## src/mem_pkg.sv

```systemverilog
package mem_pkg;

  localparam int mem_data_width_c = 64;
  localparam int mem_addr_width_c = 32;

  typedef enum logic [1:0] {
    e_mem_rd_cached   = 2'd0,
    e_mem_rd_uncached = 2'd1
  } mem_opcode_e;

  // Encoded as log2 of the byte count minus 2
  typedef enum logic [1:0] {
    e_mem_size_4  = 2'd0,
    e_mem_size_16 = 2'd2
  } mem_size_e;

  typedef struct packed {
    mem_opcode_e                 opcode;
    mem_size_e                   size;
    logic [mem_addr_width_c-1:0] addr;
  } mem_header_s;

endpackage

```

## src/icache_pkg.sv

```systemverilog
package icache_pkg;

  // Cache geometry
  localparam int vaddr_width_c        = 32;
  localparam int ptag_width_c         = 20;
  localparam int page_offset_width_c  = 12;
  localparam int sets_c               = 64;
  localparam int assoc_c              = 2;
  localparam int index_width_c        = 6;
  localparam int block_offset_width_c = 4;
  localparam int block_width_c        = 128;
  localparam int fill_width_c         = 64;
  localparam int fill_beats_c         = 2;
  localparam int instr_width_c        = 32;

  typedef logic [vaddr_width_c-1:0]                    vaddr_t;
  typedef logic [ptag_width_c-1:0]                     ptag_t;
  typedef logic [instr_width_c-1:0]                    instr_t;
  typedef logic [ptag_width_c+page_offset_width_c-1:0] paddr_t;
  typedef logic [$clog2(assoc_c)-1:0]                  way_t;
  typedef logic [index_width_c-1:0]                    index_t;
  typedef logic [$clog2(fill_beats_c)-1:0]             beat_t;

  typedef enum logic [1:0] {
    e_fill_data     = 2'd0,
    e_fill_tag      = 2'd1,
    e_fill_uncached = 2'd2
  } fill_kind_e;

  typedef struct packed {
    vaddr_t vaddr;
    ptag_t  ptag;
    logic   uncached;
  } fetch_req_s;

  typedef struct packed {
    paddr_t paddr;
    logic   uncached;
    way_t   way;
  } cache_req_s;

  typedef struct packed {
    fill_kind_e               kind;
    index_t                   index;
    way_t                     way;
    beat_t                    beat;
    ptag_t                    tag;
    logic [fill_width_c-1:0]  data;
  } fill_pkt_s;

endpackage
```

## src/icache_miss_engine.sv

```systemverilog
`timescale 1ns/1ps

module icache_miss_engine
  import icache_pkg::*;
  import mem_pkg::*;
  (input                           clk_i
   , input                         reset_i

   , input cache_req_s             miss_i
   , input                         miss_v_i
   , output logic                  miss_ready_o

   , output fill_pkt_s             fill_o
   , output logic                  fill_v_o
   , output logic                  miss_done_o

   , output mem_header_s           mem_cmd_header_o
   , output logic                  mem_cmd_v_o
   , input                         mem_cmd_ready_and_i

   , input mem_header_s            mem_resp_header_i
   , input [mem_data_width_c-1:0]  mem_resp_data_i
   , input                         mem_resp_v_i
   , output logic                  mem_resp_ready_and_o
   , input                         mem_resp_last_i
   );

  localparam paddr_t block_mask_lp = ~paddr_t'((1 << block_offset_width_c) - 1);
  localparam paddr_t word_mask_lp  = ~paddr_t'((instr_width_c / 8) - 1);

  typedef enum logic [1:0] {
    e_idle,
    e_send,
    e_wait,
    e_done
  } state_e;

  state_e     state_r, state_n;
  cache_req_s req_r;
  beat_t      beat_r;
  logic       resp_uncached;

  assign miss_ready_o = (state_r == e_idle);
  assign mem_cmd_v_o  = (state_r == e_send);
  assign miss_done_o  = (state_r == e_done);

  // Fills are always accepted by the cache
  assign mem_resp_ready_and_o = 1'b1;

  always_comb begin
    if (req_r.uncached) begin
      mem_cmd_header_o.opcode = e_mem_rd_uncached;
      mem_cmd_header_o.size   = e_mem_size_4;
      mem_cmd_header_o.addr   = req_r.paddr & word_mask_lp;
    end else begin
      mem_cmd_header_o.opcode = e_mem_rd_cached;
      mem_cmd_header_o.size   = e_mem_size_16;
      mem_cmd_header_o.addr   = req_r.paddr & block_mask_lp;
    end
  end

  assign resp_uncached = (mem_resp_header_i.opcode == e_mem_rd_uncached);

  always_comb begin
    fill_o.kind  = resp_uncached ? e_fill_uncached : e_fill_data;
    fill_o.index = req_r.paddr[block_offset_width_c +: index_width_c];
    fill_o.way   = req_r.way;
    fill_o.beat  = beat_r;
    fill_o.tag   = req_r.paddr[page_offset_width_c +: ptag_width_c];
    fill_o.data  = mem_resp_data_i;
    fill_v_o     = 1'b0;
    if (state_r == e_wait) begin
      fill_v_o = mem_resp_v_i;
    end else if ((state_r == e_done) && !req_r.uncached) begin
      // Tag goes in once the whole block is written
      fill_o.kind = e_fill_tag;
      fill_v_o    = 1'b1;
    end
  end

  always_comb begin
    state_n = state_r;
    case (state_r)
      e_idle: if (miss_v_i) state_n = e_send;
      e_send: if (mem_cmd_ready_and_i) state_n = e_wait;
      e_wait: if (mem_resp_v_i && mem_resp_last_i) state_n = e_done;
      default: state_n = e_idle;
    endcase
  end

  always_ff @(posedge clk_i) begin
    if (reset_i) begin
      state_r <= e_idle;
      beat_r  <= '0;
    end else begin
      state_r <= state_n;
      if (state_r == e_idle) begin
        beat_r <= '0;
      end else if ((state_r == e_wait) && mem_resp_v_i) begin
        beat_r <= beat_r + 1'b1;
      end
    end
  end

  always_ff @(posedge clk_i) begin
    if (miss_ready_o && miss_v_i) begin
      req_r <= miss_i;
    end
  end

endmodule

```

## config.mk

```make
export PLATFORM = sky130hd
export DESIGN_NAME = icache_miss_engine
export DESIGN_NICKNAME = d
export VERILOG_FILES = /design/src/mem_pkg.sv /design/src/icache_pkg.sv /design/src/icache_miss_engine.sv
export SDC_FILE = /design/constraint.sdc
export NUM_CORES = 1
export LEC_CHECK = 0
export ABC_AREA = 0
export BUFFER_PORTS_ARGS = -buffer_cell sky130_fd_sc_hd__buf_2
export CAP_MARGIN = 20
export CORE_AREA = 4 4 104 106
export DETAILED_ROUTE_END_ITERATION = 7
export DIE_AREA = 0 0 108 110
export PLACE_DENSITY_LB_ADDON = 0.15
export SYNTH_ARGS = -nofsm -noshare
export SYNTH_HDL_FRONTEND = slang
export SYNTH_SLANG_ARGS = --single-unit
```

## constraint.sdc

```tcl
create_clock -name clk_i -period 1.8 [get_ports clk_i]
set_input_delay 0.18 -clock clk_i [delete_from_list [all_inputs] [get_ports clk_i]]
set_output_delay 0.18 -clock clk_i [all_outputs]
set_load 0.05 [all_outputs]
```

======== Word-level counts from Yosys, hierarchy flattened ========
Index checks and enable logic that the tools add are counted.
storage, ports and cells
  bits in registers ....................... 37
  input port bits ......................... 140
  output and inout port bits .............. 135
  word-level logic and storage cells ...... 31
cells by class
  add/sub/neg operators ................... 1
  equal/unequal tests ..................... 7
  multiplexer cells ....................... 10
  reductions and logical operators ........ 8
operators by type and width
  operator             number
  $mux 35              1
  $mux 2               6
  $pmux 2 s3           1
  $eq 2x1->1 const B   2
  $eq 2x2->1 const B   2
  $logic_and 1x1->1    4
  $ne 2x1->1 const B   2
  $reduce_and 3->1     1
  $logic_not 2->1      1
  $mux 1               2
  $ne 2x2->1 const B   1
  $reduce_or 2->1      1
  $add 1x1->1 const B  1
  $logic_not 1->1      1

======== Logic depth before layout (Yosys ltp) ========
Gate-level depths: netlist of the first run.
  depth after elaboration ................. 4
  mapped depth ............................ 5

======== Worst setup path after synthesis of the first run ========
Ideal clock, no wire load.
  kind .................................... reg-to-output
  start ................................... register state_r[0]
  end ..................................... output port fill_o[93] in the netlist's numbering
  arrival ................................. 2734 ps
  data required time ...................... 1620 ps
  path slack .............................. -1114 ps
  stages on the path, launching flop included .. 4
  path buffers ............................ 0
  path through ............................ dfxtp_1 ha_1 nor3b_1 nor3b_1
RTL lines
  item                    line                      RTL
  start, declared         icache_miss_engine.sv:38  state_e state_r, state_n;
  start signal, assigned  icache_miss_engine.sv:93  state_r <= e_idle;
  start signal, assigned  icache_miss_engine.sv:96  state_r <= state_n;
  end, declared           icache_miss_engine.sv:13  , output fill_pkt_s fill_o

======== Worst setup path after layout of the first run ========
  start ................................... register state_r[0]
  end ..................................... output port fill_v_o
on the way
  cells in the longest elaborated chain, start to end .. 4
  elaborated cells on any way between the ends .. 5
  classes of those cells .................. 2 x eq/ne; 2 x mux; 1 x reduce/logical
RTL lines
  item               line                      RTL
  $eq 2x2->1         icache_miss_engine.sv:74  end else if ((state_r == e_done) && !req_r.uncached) begin
  $logic_and 1x1->1  icache_miss_engine.sv:74
  $mux 1             icache_miss_engine.sv:74
  $mux 1 *           icache_miss_engine.sv:72  if (state_r == e_wait) begin
  end, declared      icache_miss_engine.sv:14  , output logic fill_v_o
Mark *: on every way between the ends. The rest lies on a longest branch, timed or not.

==> results of run 1 <==
critical path, cell delays in order, from the launching register on:
cell and delay [ns]:
dfxtp_2 0.38, inv_1 0.08, ha_2 0.22, nor3b_4 0.24
nand2b_4 0.16, buf_6 0.15
flip-flops by register name, indices dropped and copies added, names as in the netlist:
| name | count |
|---|---|
| req_r | 5 |
| beat_r | 1 |
| fill_o | 27 |
| state_r | 2 |
placed cells by master (no fill, tap or decap), drive strengths merged:
cell	count
and2	3
nand2b	4
nand2	2
dfxtp	3
clkbuf	5
nor3b	2
buf	106
nor3	1
xor2	1
a222oi	1
inv	5
o21a	1
ha	4
mux2i	1
clkinv	1
a21oi	1
conb	5
clkinvlp	2
edfxtp	32
nor2	1
through the flow:
step | power (uW) | utilization, %
global route | 3980 | 21.2
global placement | 3230 | 20.2
CTS | 3850 | 21.2
detailed placement | 3220 | 20.2
finish | 3770 | 21.2
floorplan | 3510 | -
power by group through the flow:
stage	clock [uW]	combinational, uW	sequential (uW)
2_1_floorplan	0	2270	1240
3_3_place_gp	0	1970	1260
3_5_place_dp	0	1960	1260
4_1_cts	632	1970	1250
5_1_grt	654	2050	1280
6_report	577	1950	1240
logic make-up (layout without fill, tap and decap cells):
kind of cell	Yosys count	after routing	share of synthesized area, %
xor gates and xnor gates	1	1	0.405
and+or+nand+nor	13	13	3.53
adders and majority gates	4	4	2.32
AOI/OAI and AO/OA	3	3	1.04
other	2	5	0.348
muxes	1	1	0.463
buffers and inverters	131	119	44.6
DFF	35	35	47.2
final cells by class:
type / instances / area [um^2]
Timing Repair Buffer: 106 / 552
Inverter: 5 / 18.8
Clock inverter: 3 / 20.0
Multi-Input combinational cell: 27 / 226
Clock buffer: 5 / 68.8
Sequential cell: 35 / 1020
Tap cell: 133 / 166
Fill cell: 1069 / 7700
repair_timing:
action,in CTS,in global routing
setup endpoints to repair,2,3
gates resized for setup,3,1
cloned,0,0
hold endpoints to repair,0,0
pin swaps,0,1
worst paths after layout:
path	cells after the start	slack, ns	startpoint	end
max	5	0.11	state_r[0]$_SDFFE_PP0P_	fill_v_o
min	1	0.06	miss_i[5]	req_r[5]$_DFFE_PP_
max reg2reg	4	0.22	state_r[1]$_SDFFE_PP0P_	state_r[1]$_SDFFE_PP0P_
min reg2reg	1	0.53	state_r[0]$_SDFFE_PP0P_	state_r[0]$_SDFFE_PP0P_
per-layer routing:
metal	track usage, %	vias up	routed length [um]
met5	0	-	0
met4	5.05	0	227
met3	4.60	20	801
met2	12.6	112	2480
met1	7.61	456	1490
li1	-	456	-
==> results.cfg, run 1 <==
[status]
outcome = complete, no violations

[routing]
antenna_left = 0
vias = 1044
routed_wl_um = 5000
post_drt_wl_per_cell_um = 15.9
drtIter0Drc = 25
via_per_inst = 3.32
drc = 0
first_pass_iters = 4

[global_routing]
grt_pass1_vias = 1075
grt-ovfl-total = 0
grt_pass1_wl_um = 6580
grt_antenna_before_repair = 0
track_usage_pct = 7.79
grt_max_degree = 33

[setup_path]
critPathMaxFanout = 4
end_kind = primary output
critPathLaunchType = flip-flop
arrival_ns = 1.51
required_ns = 1.62
crit_type = reg2out

[timing]
hold_ws_ns = 0.0608
slew_viol_final = 0
fin_ws_ns = 0.111
fmax_mhz = 592
period_minus_slack_ns = 1.69
clock_skew_ns = 0.00686
rsz0062_at_grt = no
setup_tns_ns = 0
period_share_pct = 93.8
finalSetupViolCount = 0
hold_violations = 0

[min_path]
hold_class = in2reg

[clock_network]
cts.clk_slew.worst_paths_ns = 0.08
cts-root-buf = clkbuf_8
cts_made_buffers = 5
tritoncts = done
cts_sinks = 35
cts_max_path_buffers = 2
h-tree-depth = 2
postCtsHoldBufs = 0
cts_setup_buffers = 0
clk_latency_ns = 0.29

[yosys]
synth-seq-cells = 35
synth_seq_area_share_pct = 47.2
avgSynthCellArea_um2 = 11.4
synth-edff-count = 32
synth_flop_cell = edfxtp_1
synth_top_area_share_pct = 44.5
syn_area_um2 = 2160
async_flop_share_pct = 0
synth_common_cells = buf_4, edfxtp_1, inv_1
yosysUniqueCellTypes = 18
synth_top_cell_by_area = edfxtp_1
syn-instance-count = 190
yosysWarnings = 0
synth.area.top_cells = edfxtp_1, buf_4, dfxtp_1, ha_1, nand2b_1
yosysMostFrequentCell = buf_4

[run]
drv_cap = 0

[layout]
syn_to_final_growth_pct = -4.00
fin_area_um2 = 2070
diodes = 0
drive_gt1_share_pct = 66.9
final_nets = 324
final_cells = 314

[placement]
globalplace.congestion = 0.611
pre_cts_ws_ns = 0.203
hpwl_um = 4170
postPlaceCellArea_um2 = 1980
portBuffers = 105
dp_cells = 306

[power]
p_per_area_nw_per_um2 = 1820
swShare_pct = 52.1
ir_drop_v = 0.000632
seqPwrFrac_pct = 33.0
p_clk_share_pct = 15.3
power_frac_comb_pct = 51.7
switchingPower_uw = 1960
p_leak_uw = 0.000917
intPower_uw = 1800

[die]
die_x_um = 108
dieHeight_um = 110
io_pins = 275
rows = 36
die_area_um2 = 11900
initial_core_util_pct = 22.1
core_area_um2 = 9770
Power figures use the tool's default switching activity.
==> run 2: changes to the inputs <==
--- a/config.mk
+++ b/config.mk
@@ -7,10 +7,10 @@
 export LEC_CHECK = 0
 export ABC_AREA = 0
 export BUFFER_PORTS_ARGS = -buffer_cell sky130_fd_sc_hd__buf_2
-export CAP_MARGIN = 20
-export CORE_AREA = 4 4 104 106
+export CAP_MARGIN = 30
+export CORE_AREA = 2 2 108 110
 export DETAILED_ROUTE_END_ITERATION = 7
-export DIE_AREA = 0 0 108 110
+export DIE_AREA = 0 0 110 112
 export PLACE_DENSITY_LB_ADDON = 0.15
 export SYNTH_ARGS = -nofsm -noshare
 export SYNTH_HDL_FRONTEND = slang
==> run 2 against run 1 <==
Non-clock buffer count rose by 2. First-iteration DRC count fell by 28%. Clock skew fell by 0.0036 ns. Cell area rose by 5.2%. Via count fell by 0.86%. Core utilization fell by 1.7 points. Count of clock-buffer cells in the layout did not move. Clock power rose by 68%.
==> results.cfg, run 2 (synthesis results as in run 1) <==
[min_path]
hold_class = in2reg

[power]
power_frac_comb_pct = 47.5
intPower_uw = 2210
p_leak_uw = 0.000973
ir_drop_v = 0.000527
seqPwrFrac_pct = 29.4
p_clk_share_pct = 23.1
swShare_pct = 47.2
switchingPower_uw = 1980
p_per_area_nw_per_um2 = 1920

[timing]
clock_skew_ns = 0.00330
slew_viol_final = 0
finalSetupViolCount = 0
fmax_mhz = 581
period_share_pct = 95.6
period_minus_slack_ns = 1.72
rsz0062_at_grt = no
setup_tns_ns = 0
hold_violations = 0

[die]
die_x_um = 110
die_area_um2 = 12300
initial_core_util_pct = 19.3
dieHeight_um = 112
core_area_um2 = 11200
rows = 39
io_pins = 275

[status]
outcome = complete, no violations

[global_routing]
grt_max_degree = 13
track_usage_pct = 7.89
grt_antenna_before_repair = 0
grt_pass1_wl_um = 6840
grt-ovfl-total = 0
grt_pass1_vias = 1024

[setup_path]
cp_top_family = simple AND/OR/NAND/NOR gates
cp_num_cells = 5
crit_start = state_r[0]$_SDFFE_PP0P_
arrival_ns = 1.54
endpoint = fill_v_o
path_cells = inv_1 > ha_1 > nor3b_4 > nand2b_4 > buf_4
critPathMaxFanout = 4
crit_slowest_cell = dfxtp_1
crit_type = reg2out
reg2reg_from = state_r[1]$_SDFFE_PP0P_
required_ns = 1.62
ff2ff_path_depth = 4
critPathLaunchType = flip-flop
critPathMaxStageDelay_ns = 0.32
worst-path-buf-inv = 2
end_kind = primary output
r2r_setup_slack_ns = 0.23
r2r-end = state_r[1]$_SDFFE_PP0P_

[layout]
largest_register_ffs = 27
final_nets = 326
drive_gt1_share_pct = 65.6
final_common_cell = buf_2
syn_to_final_growth_pct = 0.984
final_cells = 326
mostFrequentLayoutCells = buf_2, edfxtp_1, inv_1, conb_1, clkbuf_16
n_fill_cell = 1193
diodes = 0

[routing]
vias = 1035
drtIter0Drc = 18
drc = 0
antenna_left = 0
routed_wl_um = 5140
first_pass_iters = 4
post_drt_wl_per_cell_um = 15.8
via_per_inst = 3.17

[placement]
globalplace.congestion = 0.619
hpwl_um = 4400
portBuffers = 105
dp_cells = 318

[clock_network]
cts-root-buf = clkbuf_16
cts_made_buffers = 5
tritoncts = done
clk_latency_ns = 0.27
cts.clk_slew.worst_paths_ns = 0.06
cts_max_path_buffers = 2
cts_sinks = 35
postCtsHoldBufs = 0
h-tree-depth = 2

[run]
drv_cap = 0
-- run 2: area by class of cell --
type / count / area (um^2) / share of cell area [%]
inverters: 5 / 18.8 / 0.860
multi-input cells: 27 / 224 / 10.3
repair buffers: 108 / 576 / 26.4
well taps: 143 / 179 / 8.20
flip-flops and latches: 35 / 1020 / 46.8
clock buffers: 5 / 125 / 5.73
clock inverters: 3 / 38.8 / 1.78
-- run 2: through the flow --
step / util, % / area [um^2] / hold slack (ns) / power, uW / setup slack (ns)
2_1_floorplan: - / 2210 / 0.257 / 3510 / 0.00488
4_1_cts: 19.5 / 2180 / 0.0663 / 4290 / 0.0621
6_report: 19.5 / 2180 / 0.0761 / 4200 / 0.0795
3_3_place_gp: 18.0 / 2020 / 0.358 / 3270 / 0.227
5_1_grt: 19.5 / 2180 / 0.0631 / 4420 / 0.00629
3_5_place_dp: 18.0 / 2020 / 0.358 / 3270 / 0.246
-- run 2: worst min path at each step --
| stage | from | to | slack [ns] | cells after the start |
|---|---|---|---|---|
| 3_3_place_gp | miss_i[20] | fill_o[70]$_DFFE_PP_ | 0.36 | 1 |
| 4_1_cts | miss_i[1] | req_r[1]$_DFFE_PP_ | 0.07 | 1 |
| 5_1_grt | miss_i[23] | fill_o[73]$_DFFE_PP_ | 0.06 | 1 |
| 2_1_floorplan | reset_i | beat_r$_SDFFE_PP0P_ | 0.26 | 1 |
| 6_report | miss_i[25] | fill_o[75]$_DFFE_PP_ | 0.08 | 1 |
| 3_5_place_dp | miss_i[1] | req_r[1]$_DFFE_PP_ | 0.36 | 1 |
-- run 2: power groups by stage --
| stage | Combinational, uW | Sequential [uW] | Clock [uW] |
|---|---|---|---|
| finish | 1990 | 1230 | 971 |
| global route | 2100 | 1260 | 1060 |
| CTS | 2020 | 1240 | 1030 |
| detailed placement | 2010 | 1260 | 0 |
| global placement | 2020 | 1250 | 0 |
| floorplan | 2270 | 1240 | 0 |
-- run 2: per-layer routing --
| metal | vias up | wire (um) | global-route usage, % | part of all wire (%) |
|---|---|---|---|---|
| met4 | 0 | 111 | 3.80 | 2.2 |
| met5 | - | 0 | 0 | 0 |
| met1 | 441 | 1680 | 7.97 | 33 |
| li1 | 460 | - | - | - |
| met3 | 20 | 726 | 3.57 | 14 |
| met2 | 114 | 2620 | 13.6 | 51 |
-- run 2: timing repair --
action / in CTS / in global routing
gates resized for setup: 1 / 0
setup buffers: 0 / 0
endpoints found under the setup margin: 1 / 0
-- run 2: worst register-to-register path: stages, from the launching register on --
cell	delay (ns)
dfxtp_1	0.42
inv_1	0.09
ha_1	0.25
a222oi_1	0.50
mux2i_1	0.23
