File: config.mk
export PLATFORM = sky130hd
export DESIGN_NAME = fetch_queue
export DESIGN_NICKNAME = d
export VERILOG_FILES = /design/src/icache_pkg.sv /design/src/fetch_queue.sv
export SDC_FILE = /design/constraint.sdc
export NUM_CORES = 1
export LEC_CHECK = 0
export BUFFER_PORTS_ARGS = -buffer_cell sky130_fd_sc_hd__buf_2
export CAP_MARGIN = 20
export CORE_ASPECT_RATIO = 2
export CORE_MARGIN = 1.5
export CORE_UTILIZATION = 54
export CTS_CLUSTER_SIZE = 25
export DETAILED_ROUTE_END_ITERATION = 10
export GPL_ROUTABILITY_DRIVEN = 0
export MAX_ROUTING_LAYER = met4
export PLACE_DENSITY_LB_ADDON = 0.15
export REMOVE_ABC_BUFFERS = 1
export SYNTH_ARGS = -nofsm -noshare
export SYNTH_HDL_FRONTEND = slang
export SYNTH_SLANG_ARGS = --single-unit
File: constraint.sdc
create_clock -name clk_i -period 6.45 [get_ports clk_i]
set_input_delay 0 -clock clk_i [delete_from_list [all_inputs] [get_ports clk_i]]
set_output_delay 0 -clock clk_i [all_outputs]
set_load 0.01 [all_outputs]
File: src/icache_pkg.sv
package icache_pkg;

  // Cache geometry
  localparam int vaddr_width_c        = 32;
  localparam int ptag_width_c         = 20;
  localparam int page_offset_width_c  = 12;
  localparam int sets_c               = 64;
  localparam int assoc_c              = 2;
  localparam int index_width_c        = 6;
  localparam int block_offset_width_c = 4;
  localparam int block_width_c        = 128;
  localparam int fill_width_c         = 64;
  localparam int fill_beats_c         = 2;
  localparam int instr_width_c        = 32;

  typedef logic [vaddr_width_c-1:0]                    vaddr_t;
  typedef logic [ptag_width_c-1:0]                     ptag_t;
  typedef logic [instr_width_c-1:0]                    instr_t;
  typedef logic [ptag_width_c+page_offset_width_c-1:0] paddr_t;
  typedef logic [$clog2(assoc_c)-1:0]                  way_t;
  typedef logic [index_width_c-1:0]                    index_t;
  typedef logic [$clog2(fill_beats_c)-1:0]             beat_t;

  typedef enum logic [1:0] {
    e_fill_data     = 2'd0,
    e_fill_tag      = 2'd1,
    e_fill_uncached = 2'd2
  } fill_kind_e;

  typedef struct packed {
    vaddr_t vaddr;
    ptag_t  ptag;
    logic   uncached;
  } fetch_req_s;

  typedef struct packed {
    paddr_t paddr;
    logic   uncached;
    way_t   way;
  } cache_req_s;

  typedef struct packed {
    fill_kind_e               kind;
    index_t                   index;
    way_t                     way;
    beat_t                    beat;
    ptag_t                    tag;
    logic [fill_width_c-1:0]  data;
  } fill_pkt_s;

endpackage
File: src/fetch_queue.sv
`timescale 1ns/1ps

module fetch_queue
  import icache_pkg::*;
  #(parameter int els_p = 8)
  (input                clk_i
   , input              reset_i

   , input fetch_req_s  req_i
   , input              v_i
   , output logic       ready_o

   , output fetch_req_s req_o
   , output logic       v_o
   , input              yumi_i
   );

  localparam int ptr_width_lp = $clog2(els_p);

  fetch_req_s            mem_r [els_p];
  logic [ptr_width_lp:0] wr_ptr_r, rd_ptr_r;
  logic                  enq, empty, full;

  // Top pointer bit is the wrap bit
  assign empty = (wr_ptr_r == rd_ptr_r);
  assign full  = (wr_ptr_r[ptr_width_lp] != rd_ptr_r[ptr_width_lp])
                 && (wr_ptr_r[ptr_width_lp-1:0] == rd_ptr_r[ptr_width_lp-1:0]);

  assign ready_o = ~full;
  assign v_o     = ~empty;
  assign req_o   = mem_r[rd_ptr_r[ptr_width_lp-1:0]];
  assign enq     = v_i & ~full;

  always_ff @(posedge clk_i) begin
    if (reset_i) begin
      wr_ptr_r <= '0;
      rd_ptr_r <= '0;
    end else begin
      if (enq) begin
        wr_ptr_r <= wr_ptr_r + 1'b1;
      end
      if (yumi_i) begin
        rd_ptr_r <= rd_ptr_r + 1'b1;
      end
    end
  end

  always_ff @(posedge clk_i) begin
    if (enq) begin
      mem_r[wr_ptr_r[ptr_width_lp-1:0]] <= req_i;
    end
  end

endmodule

==> Word level (Yosys, flattened, before mapping) <==
Memory sizes are Yosys's and may differ from the RTL's. A register that Yosys moved wholly into a read port is not among the register bits.
Cells that the tools add are included.
{ "totals": {"input_bits": 57, "mem_count": 1, "ramBits": 424, "output_inout_bits": 55, "regBits": 8, "wordCells": 16} }
{ "classes": {"eq_ne": 3, "add_sub_neg": 2, "mux": 4, "n_reduce_logical": 1, "n_bitwise": 3} }
{ "memory_table": {"columns": ["memory", "words", "word_bits", "rd", "rd_clocked_by_memory_dff", "write_ports", "line_no", "text"], "rows": [
  ["mem_r", 8, 53, 1, 1, 1, "fetch_queue.sv:20", "fetch_req_s mem_r [els_p];"]
]} }
{ "ops": {"columns": ["op", "n"], "rows": [
  ["4-bit by 1-bit adder with 4-bit output (second input constant)", 2],
  ["3-bit two-way mux", 2],
  ["4-bit == test", 1],
  ["3-bit == test", 1],
  ["1-bit two-way mux", 2],
  ["1-bit NOT", 2],
  ["1-bit bitwise AND", 1],
  ["1-bit logical AND", 1],
  ["1-bit inequality test", 1]
]} }

==> Longest topological paths before layout <==
Gate-level depths: netlist of the first run.
{ "logic_depth": {"ltp_word": 6, "ltp_mapped": 5, "ltp_nobuf": 4} }

==> Least setup slack after synthesis of the first run <==
No wires, ideal clock.
{ "synth_path": {"kind": "register to register", "start": "register wr_ptr_r[1]", "end": "memory mem_r[2][0] (netlist name), enable pin", "path_buffers": 2, "t_arrival_ps": 6511, "required_time_ps": 5836, "setup_time_ps": 614, "period_less_slack_ps": 7125, "setup_slack_ps": -675, "path_stages_with_launch": 6, "path_cell_list": "dfxtp_1 -> buf_2 -> xnor2_1 -> and4_1 -> buf_2 -> nor4b_1"} }
{ "synth_between": {"elab_chain_len": 6} }
{ "synth_lines": {"columns": ["item", "line_no", "text"], "rows": [
  ["start: declaration", "fetch_queue.sv:21", "logic [ptr_width_lp:0] wr_ptr_r, rd_ptr_r;"],
  ["start signal: assignment", "fetch_queue.sv:40", "wr_ptr_r <= wr_ptr_r + 1'b1;"],
  ["3-bit == test", "fetch_queue.sv:27", "&& (wr_ptr_r[ptr_width_lp-1:0] == rd_ptr_r[ptr_width_lp-1:0]);"],
  ["1-bit logical AND", "fetch_queue.sv:27", null],
  ["1-bit NOT", "fetch_queue.sv:32", "assign enq = v_i & ~full;"],
  ["1-bit bitwise AND", "fetch_queue.sv:32", null],
  ["1-bit two-way mux", "fetch_queue.sv:49", "if (enq) begin"],
  ["1-bit two-way mux (not written as such)", "fetch_queue.sv:50", "mem_r[wr_ptr_r[ptr_width_lp-1:0]] <= req_i;"],
  ["end: declaration", "fetch_queue.sv:20", null]
]} }
Parallel ways exist; a longest one is shown, timed or not.

==> results.py, run 1 <==
metrics = {
    "placed_design": {
        "dp_hpwl_mm": 14.9,
        "port_buffers": 111,
    },
    "global_routing": {
        "grt_pass1_wl_mm": 46.0,
        "antenna_found_initial": 0,
        "grt_overflow": 0,
        "grt_max_degree": 57,
        "first_global_vias": 7988,
        "grt_usage": 0.198,
    },
    "timing": {
        "final-max-slew-violation-count": 0,
        "holdWs_ps": 277,
        "slew_headroom": 0.378,
        "clock_skew_ps": 8.10,
        "fin_crit_ps": 3040,
        "hold_violations": 0,
        "finalSetupViolCount": 0,
        "worst_slew_pin_slew_ps": 933,
        "rsz0062_at_grt": "no",
        "fin_crit_sh": 0.472,
        "fmax_mhz": 328,
    },
    "synthesis": {
        "synth_warnings": 0,
        "synth-edff-count": 424,
        "synth_area_leaders": "edfxtp_1 (76%), mux4_2 (13%), mux2_4 (3.6%)",
        "synthFlopType": "edfxtp_1",
        "synth.distinct_cells": 35,
        "avgSynthCellArea_um2": 24.5,
        "async_flop_share": 0,
        "synth.ff_latch_count": 435,
        "yosysSeqAreaShare": 0.774,
        "yosysMostFrequentCell": "edfxtp_1",
        "synthesis.instances": 682,
        "syn_area_um2": 16700,
        "synth_common_cells": "edfxtp_1 (424), mux4_2 (98), mux2_4 (40)",
        "netlist.area_leader.share": 0.761,
        "synth_top_cell_by_area": "edfxtp_1",
    },
    "clocking": {
        "cts-resized-gates": 0,
        "worstSkewPairLatency_ps": 530,
        "tritoncts": "built",
        "root_buffer": "clkbuf_16",
        "cts.clk_slew.worst_paths_ps": 70,
        "postCtsSetupRepairBufs": 0,
        "clockBufferDepth": 3,
        "cts.sinks": 435,
        "htree_levels": 2,
        "numCtsBuffers": 37,
    },
    "power_and_ir_drop": {
        "p_leak_nw": 6.36,
        "peakVddDrop_uv": 345,
        "power_density_nw_per_um2": 302,
    },
    "routing": {
        "ant_nets": 0,
        "drc": 0,
        "drt_iter0_markers": 669,
        "drt_pass1_iterations": 4,
        "dr_total_vias": 7405,
        "vias_per_cell": 5.83,
        "wl_mm": 29.7,
        "post_drt_wl_per_cell_um": 23.4,
    },
    "worst_setup_path": {
        "required_ps": 6450,
        "reg2reg_depth": 4,
        "cp_num_cells": 4,
        "arrival_ps": 3040,
        "cp_num_buf_inv": 2,
        "critPathMaxFanout": 56,
        "cp-start-kind": "flop",
        "cpMaxStageDelayCell": "dfxtp_4",
        "path_cells": "buf_4 > mux4_2 > mux2_4 > buf_2",
        "crit_family": "buffers and inverters",
        "end_kind": "output pin",
        "path_class": "reg2out",
        "cpPeakStageDelay_ps": 830,
    },
    "floorplanning": {
        "die_w_um": 127,
        "die_height_um": 252,
        "io_pins": 112,
        "rows": 91,
        "initial_utilization": 0.546,
        "core_region_area_um2": 30600,
        "dieArea_um2": 32100,
    },
    "layout": {
        "post-route-util": 0.635,
        "nFillCells": 2041,
        "n_antenna_cell": 0,
        "area_delta_synth_final_pct": 16.3,
        "nNetsFinal": 929,
        "drive_above_1_share": 0.382,
    },
    "flow_run": {
        "cap_violations": 0,
    },
    "min_path": {
        "min_path_type": "in2reg",
        "worstHoldPathCells": 2,
    },
    "status": {
        "outcome": "finished, final reports clean",
    },
}
==> per-stage QoR <==
step | area, um2 | power (mW) | cells | setup TNS [ps] | setup WS (ps)
CTS | 19400 | 5.94 | 1269 | 0 | 3150
detailed placement | 17700 | 3.77 | 1145 | 0 | 3680
global route | 19500 | 6.08 | 1270 | 0 | 3220
finish | 19500 | 5.88 | 1270 | 0 | 3410
floorplan | 16500 | 3.62 | 647 | -121150 | -637
global placement | 17700 | 3.76 | 1145 | 0 | 3730
==> worst register-to-register path: cells and delay by family (launching register included) <==
family | cells | cell delay, ps
xor+xnor | 1 | 250
buf+inv | 1 | 690
flops | 1 | 590
simple gates | 2 | 800
==> timing repair <==
action / 4_1_cts / 5_1_grt
endpoints found under the setup margin: 0 / 0
hold endpoints to repair: 435 / 0
hold buffers: 57 / 0
==> power breakdown <==
part           internal, mW  switching (mW)
logic                 0.280           0.241
registers              3.17          0.0341
clock network          1.19           0.960
total                  4.64            1.24
==> path summary, 6_finish.rpt <==
| kind | startpoint | end | slack, ps |
|---|---|---|---|
| hold / removal | req_i[42] | mem_r[3][42]$_DFFE_PP_ | 280 |
| setup reg to reg | wr_ptr_r[1]$_SDFFE_PP0P_ | mem_r[0][0]$_DFFE_PP_ | 3710 |
| hold reg to reg | rd_ptr_r[3]$_SDFFE_PP0P_ | rd_ptr_r[3]$_SDFFE_PP0P_ | 590 |
| setup / recovery | flop | req_o[12] | 3410 |
==> placed cells by master (no fill, tap or decap), drive strengths merged, types with 2 or more instances in the layout <==
| master | n |
|---|---|
| a41oi | 2 |
| buf | 127 |
| bufinv | 2 |
| clkbuf | 44 |
| clkinv | 15 |
| clkinvlp | 4 |
| dfxtp | 11 |
| dlygate4sd3 | 57 |
| edfxtp | 424 |
| ha | 2 |
| inv | 4 |
| mux2 | 55 |
| mux2i | 3 |
| mux4 | 106 |
| nand2 | 3 |
| nand2b | 3 |
| nand4 | 3 |
| nor2 | 8 |
| nor2b | 3 |
| nor3 | 2 |
| nor3b | 2 |
| nor4 | 2 |
| nor4b | 3 |
| xnor2 | 4 |
| xor2 | 3 |
==> logic make-up after synthesis <==
logic type | count (synthesis) | synth area share
AND/OR/NAND/NOR | 34 | 0.0118
flip-flops | 435 | 0.774
AO/OA/AOI/OAI | 3 | 0.00165
XOR/XNOR | 7 | 0.00366
buffers and inverters | 37 | 0.0148
adder cells (fa/ha/maj) | 2 | 0.00150
multiplexers | 164 | 0.192
==> routing by layer <==
| layer | GRT usage | vias up | wire length, um |
|---|---|---|---|
| met5 | - | - | 0 |
| met1 | 0.260 | 3899 | 12500 |
| met2 | 0.323 | 188 | 15300 |
| met3 | 0.0307 | 38 | 1400 |
| met4 | 0.0571 | 0 | 507 |
| li1 | - | 3280 | - |
==> state kept, by name (all words and copies together), names as in the netlist, named ones only <==
name,cells
mem_r,424
rd_ptr_r,4
wr_ptr_r,4
==> layout make-up <==
type	count	area, um2	area share
tap	372	465	0.0239
multi-input combinational	210	3580	0.184
inverter	2	7.51	0.000386
clock buffer	44	995	0.0511
sequential	435	13000	0.666
clock inverter	23	174	0.00894
timing repair buffer	184	1280	0.0657
No activity file was read; power rests on OpenSTA's default activity.
==> run 2: changes to the inputs <==
ABC_AREA = 1   (was unset)
clock period = 3 ns   (was 6.45 ns; I/O delays follow)
==> run 2 against run 1 <==
- flip-flop and latch count did not move
- via count rose by 33%
- non-clock buffer count rose by 6
- count of clock-buffer cells in the layout rose by 9
- setup slack got worse by 2800 ps
- cell count rose by 39%
- hold slack improved by 6.4 ps
- combinational power rose by 110%
- highest routed layer unchanged
- sequential share of layout area fell by 0.47 points
- clock skew rose by 6.4 ps
- cell area rose by 0.69%
==> results.py, run 2 <==
metrics = {
    "status": {
        "outcome": "finished, final reports clean",
    },
    "clocking": {
        "clockBufferDepth": 3,
        "cts-resized-gates": 0,
        "cts.sinks": 435,
        "root_buffer": "clkbuf_16",
        "htree_levels": 2,
        "tritoncts": "built",
        "worstSkewPairLatency_ps": 520,
        "numCtsBuffers": 37,
        "cts.clk_slew.worst_paths_ps": 60,
    },
    "global_routing": {
        "grt_usage": 0.226,
        "antenna_found_initial": 0,
        "grt_max_degree": 111,
        "first_global_vias": 10100,
        "grt_overflow": 0,
        "grt_pass1_wl_mm": 53.9,
    },
    "worst_setup_path": {
        "critPathMaxFanout": 110,
        "r2r_setup_slack_ps": 710,
        "arrival_ps": 2440,
        "timing.rr.end": "mem_r[4][17]$_DFFE_PP_",
        "reg2reg_depth": 7,
        "path_class": "reg2out",
        "end_kind": "output pin",
        "reg2reg_from": "wr_ptr_r[2]$_SDFFE_PP0P_",
        "required_ps": 3000,
        "cp-start-kind": "flop",
    },
    "timing": {
        "hold_violations": 0,
        "fin_crit_sh": 0.813,
        "worst_slew_pin_slew_ps": 806,
        "slew_headroom": 0.463,
        "rsz0062_at_grt": "no",
        "final-max-slew-violation-count": 0,
        "fmax_mhz": 410,
        "finalSetupViolCount": 0,
        "clock_skew_ps": 14.5,
        "fin_crit_ps": 2440,
    },
    "power_and_ir_drop": {
        "power_density_nw_per_um2": 630,
        "total_power_mw": 12.3,
        "peakVddDrop_uv": 542,
        "p_leak_nw": 6.76,
    },
    "synthesis": {
        "syn_area_um2": 17000,
        "netlist.area_leader.share": 0.750,
        "synthFlopType": "edfxtp_1",
        "synth_common_cells": "edfxtp_1 (424), nand2_1 (183), nor2_1 (120)",
        "yosysMostFrequentCell": "edfxtp_1",
        "synth_top_cell_by_area": "edfxtp_1",
        "synth.distinct_cells": 26,
        "synthesis.instances": 1160,
        "yosysSeqAreaShare": 0.763,
        "async_flop_share": 0,
        "avgSynthCellArea_um2": 14.6,
        "synth.ff_latch_count": 435,
        "synth-edff-count": 424,
        "synth_warnings": 0,
        "synth_area_leaders": "edfxtp_1 (75%), mux2i_1 (6.3%), nand2_1 (4.0%)",
    },
    "floorplanning": {
        "rows": 91,
        "dieArea_um2": 32600,
        "die_w_um": 128,
        "die_height_um": 254,
        "io_pins": 112,
        "core_region_area_um2": 30900,
        "initial_utilization": 0.550,
    },
    "routing": {
        "routed-wl-met3_mm": 1.21,
        "wl_mm": 34.9,
        "highest_layer": "met4",
        "ant_nets": 0,
        "vias_per_cell": 5.58,
        "met1_length_mm": 13.7,
        "drt_iter0_markers": 589,
        "post_drt_wl_per_cell_um": 19.8,
        "dr_total_vias": 9824,
        "drt_pass1_iterations": 5,
        "drc": 0,
        "wl_met2_mm": 18.9,
    },
    "placed_design": {
        "place_inst": 1642,
        "port_buffers": 111,
        "dp_hpwl_mm": 18.6,
    },
    "layout": {
        "n_antenna_cell": 0,
        "nFillCells": 2293,
        "area_delta_synth_final_pct": 15.5,
        "nNetsFinal": 1379,
        "final_common_cell": "edfxtp_1",
        "drive_above_1_share": 0.141,
        "largest_reg_flops": 424,
        "final_cell_mix": "edfxtp_1 (424), nand2_1 (183), nor2_1 (113)",
        "instances_no_fill": 1761,
    },
    "min_path": {
        "hold_path_end": "mem_r[6][34]$_DFFE_PP_",
        "hold_start": "req_i[34]",
        "min_path_type": "in2reg",
        "worstHoldPathCells": 2,
    },
    "flow_run": {
        "cap_violations": 0,
    },
}
## run 2: cell types whose count changed after synthesis, moves of 11 or more
| cell | change |
|---|---|
| o22ai_1 | +106 |
| nand2_1 | +180 |
| inv_1 | +11 |
| mux2i_1 | +103 |
| o21ai_0 | +101 |
| mux2_2 | -13 |
| mux4_2 | -98 |
| mux2_4 | -40 |
| clkbuf_1 | +27 |
| nor2_1 | +112 |
## run 2: final cells by class
| class | instances | area (um2) | share of cell area |
|---|---|---|---|
| flip-flops and latches | 435 | 13000 | 0.661 |
| multi-input cells | 642 | 3580 | 0.183 |
| repair buffers | 190 | 1420 | 0.0723 |
| clock buffers | 53 | 996 | 0.0508 |
| well taps | 418 | 523 | 0.0267 |
| clock inverters | 9 | 63.8 | 0.00326 |
| inverters | 14 | 53.8 | 0.00275 |
## run 2: through the flow
| step | area (um2) | util | setup TNS [ps] | hold slack, ps | worst slack, ps |
|---|---|---|---|---|---|
| after floorplan | 16500 | - | -535480 | 72.4 | -5710 |
| after global placement | 18000 | 0.582 | 0 | 221 | 808 |
| after detailed placement | 18000 | 0.582 | 0 | 219 | 746 |
| after CTS | 19600 | 0.635 | 0 | 264 | 578 |
| after global routing | 19600 | 0.635 | 0 | 297 | 439 |
| final | 19600 | 0.635 | 0 | 283 | 560 |
## run 2: worst max-delay path: stages (launching register included)
cell and delay (ps):
dfxtp_4 530, buf_12 430, o21ai_0 190, o22ai_1 210, nand2_1 70, nand2_1 150
buf_2 150
## run 2: timing repair
action | CTS | global route
hold endpoints to repair | 435 | 0
setup buffers | 0 | 0
hold buffers | 57 | 0
## run 2: report_power, final
group	switching, mW	internal, mW
registers	0.0620	6.82
logic	0.698	0.412
clock network	1.97	2.39
## run 2: cells by family (layout without fill, tap and decap cells)
family          count (synthesis)  in the layout  synth area share
compound gates                222            222            0.0733
mux                           106            106            0.0625
simple gates                  310            310            0.0697
xor+xnor                        2              2           0.00103
flops                         435            435             0.763
fa+ha+maj                       2              2           0.00147
buf+inv                        83            266            0.0286
## run 2: how the worst max path moves through the flow
| stage | from | to | slack (ps) |
|---|---|---|---|
| detailed placement | wr_ptr_r[0]$_SDFFE_PP0P_ | mem_r[5][30]$_DFFE_PP_ | 750 |
| global placement | wr_ptr_r[0]$_SDFFE_PP0P_ | mem_r[5][10]$_DFFE_PP_ | 810 |
| CTS | flop | req_o[31] | 580 |
| finish | flop | req_o[20] | 560 |
| floorplan | flop | req_o[0] | -5710 |
| global route | flop | req_o[31] | 440 |
## run 2: per-layer routing
metal  up-vias  global-route usage
li1       4655                   -
met1      4912               0.261
met2       199               0.403
met3        58              0.0276
met4         0              0.0790
met5         -                   -
==> run 3: changes to the inputs <==
ABC_AREA = 0   (was 1)
clock period = 2.2 ns   (was 3 ns; I/O delays follow)
==> run 3 against run 2 <==
- the run now ends with setup timing left
- sequential share of layout area decreased by 3.7 points
- clock skew fell by 5.8 ps
- power up 49%
- cell area is 6.0% higher
- critical path type unchanged
- critical endpoint is now req_o[38]
==> results.py, run 3 (synthesis gave the netlist of run 1 again) <==
metrics = {
    "worst_setup_path": {
        "worstSetupEndpoint": "req_o[38]",
        "path_class": "reg2out",
        "cp_num_cells": 6,
        "arrival_ps": 2280,
        "r2r_setup_slack_ps": 120,
        "timing.rr.end": "mem_r[6][18]$_DFFE_PP_",
        "end_kind": "output pin",
        "cp-start-kind": "flop",
        "path_cells": "buf_12 > buf_12 > clkbuf_16 > mux4_2 > mux2_4 > buf_6",
        "critPathMaxFanout": 7,
        "cpPeakStageDelay_ps": 500,
        "cp_num_buf_inv": 4,
        "timing.critical_path.mode_cell": "buf_12",
        "required_ps": 2200,
        "reg2reg_depth": 4,
        "cpMaxStageDelayCell": "mux4_2",
        "reg2reg_from": "rd_ptr_r[1]$_SDFFE_PP0P_",
        "crit_family": "multiplexers",
    },
    "timing": {
        "final-max-slew-violation-count": 0,
        "worst_slew_pin_slew_ps": 617,
        "hold_violations": 0,
        "fin_crit_sh": 1.04,
        "finalSetupViolCount": 45,
        "slew_headroom": 0.588,
        "rsz0062_at_grt": "yes",
        "clock_skew_ps": 8.74,
        "worst_slack_ps": -78.1,
        "fmax_mhz": 439,
        "fin_crit_ps": 2280,
    },
    "placed_design": {
        "dp_hpwl_mm": 17.7,
        "port_buffers": 111,
        "post-place-ws_ps": 41.4,
        "place_area_um2": 18100,
    },
    "floorplanning": {
        "dieArea_um2": 32100,
        "die_height_um": 252,
        "rows": 91,
        "io_pins": 112,
        "core_region_area_um2": 30600,
        "die_w_um": 127,
        "initial_utilization": 0.546,
    },
    "clocking": {
        "cts.clk_slew.worst_paths_ps": 70,
        "htree_levels": 2,
        "numCtsBuffers": 38,
        "cts.sinks": 435,
        "root_buffer": "clkbuf_16",
        "worstSkewPairLatency_ps": 540,
        "clockBufferDepth": 3,
        "tritoncts": "built",
    },
    "power_and_ir_drop": {
        "p_leak_nw": 6.94,
        "p_int_mw": 14.6,
        "peakVddDrop_uv": 860,
        "p_comb_frac": 0.115,
        "seqPwrFrac": 0.509,
        "power_density_nw_per_um2": 886,
        "swShare": 0.206,
        "p_clk_frac": 0.377,
        "p_sw_mw": 3.80,
    },
    "global_routing": {
        "grtUsageMet3": 0.0344,
        "grt_overflow": 0,
        "gr-max-usage-layer": "met2",
        "grt_use_met1": 0.275,
        "grt.met2_usage": 0.351,
        "grt_usage": 0.213,
        "antenna_found_initial": 0,
        "grt_pass1_wl_mm": 48.5,
        "first_global_vias": 8184,
        "grt_max_degree": 41,
    },
    "layout": {
        "final_common_cell": "edfxtp_1",
        "area_delta_synth_final_pct": 24.2,
        "n_antenna_cell": 0,
        "final_cell_mix": "edfxtp_1 (424), mux4_2 (103), buf_2 (73)",
        "nNetsFinal": 978,
        "largest_reg_flops": 424,
        "final_area_um2": 20800,
        "drive_above_1_share": 0.424,
    },
    "routing": {
        "vias_per_cell": 5.83,
        "ant_nets": 0,
        "post_drt_wl_per_cell_um": 24.6,
        "wl_mm": 32.5,
        "drc": 0,
        "dr_total_vias": 7695,
        "drt_pass1_iterations": 4,
        "drt_iter0_markers": 388,
    },
    "flow_run": {
        "cap_violations": 0,
    },
    "status": {
        "violations": "setup timing",
        "outcome": "finished with violations",
    },
    "min_path": {
        "min_path_type": "in2reg",
    },
}
-- run 3: cell types whose count changed in the layout (fill, tap and decap cells not counted), sizes merged, moves of 10 or more --
cell / previous run / this run
mux4: 0 / 106
buf: 133 / 171
o21ai: 108 / 0
nand2: 183 / 3
nor2: 120 / 8
mux2i: 106 / 3
o22ai: 106 / 0
inv: 13 / 3
mux2: 0 / 55
-- run 3: timing repair --
| action | CTS | global route |
|---|---|---|
| hold buffers | 57 | 0 |
| buffers inserted | 14 | 3 |
| cloned | 10 | 3 |
| setup endpoints to repair | 52 | 164 |
| gates resized for setup | 61 | 21 |
| endpoints found under the hold margin | 435 | 0 |
-- run 3: worst min path at each step --
stage,from,endpoint,cells past startpoint
floorplan,reset_i,flop,1
global placement,req_i[52],mem_r[5][52]$_DFFE_PP_,1
detailed placement,req_i[3],mem_r[5][3]$_DFFE_PP_,1
CTS,req_i[3],mem_r[7][3]$_DFFE_PP_,2
global route,req_i[40],mem_r[2][40]$_DFFE_PP_,2
finish,req_i[40],mem_r[2][40]$_DFFE_PP_,2
-- run 3: area by class of cell --
class / instances / area (um2)
sequential: 435 / 13000
fill: 1890 / 9860
multi-input combinational: 210 / 3600
timing repair buffer: 232 / 2420
clock buffer: 50 / 1090
tap: 372 / 465
clock inverter: 18 / 220
inverter: 2 / 7.51
-- run 3: power groups by stage --
| stage | Sequential [mW] | Combinational (mW) | Clock (mW) |
|---|---|---|---|
| after detailed placement | 9.54 | 1.60 | 0 |
| after global routing | 9.37 | 2.24 | 7.35 |
| after global placement | 9.53 | 1.58 | 0 |
| final | 9.36 | 2.11 | 6.93 |
| after CTS | 9.35 | 2.07 | 7.07 |
| after floorplan | 9.68 | 0.931 | 0 |
-- run 3: per-layer routing --
layer  share of wire  vias to the layer above
met5               0                        -
met4           0.023                        0
met3           0.042                       47
met2            0.52                      195
met1            0.41                     4070
li1                -                     3383
-- run 3: stage by stage --
step / cells / setup TNS [ps] / total power [mW] / utilization / hold WS (ps)
final: 1319 / -1900 / 18.4 / 0.678 / 276
after global routing: 1319 / -5050 / 19.0 / 0.678 / 267
after CTS: 1315 / -3270 / 18.5 / 0.673 / 240
after detailed placement: 1166 / 0 / 11.1 / 0.590 / 281
after global placement: 1166 / 0 / 11.1 / 0.590 / 267
after floorplan: 647 / -1816310 / 10.6 / - / 72.4
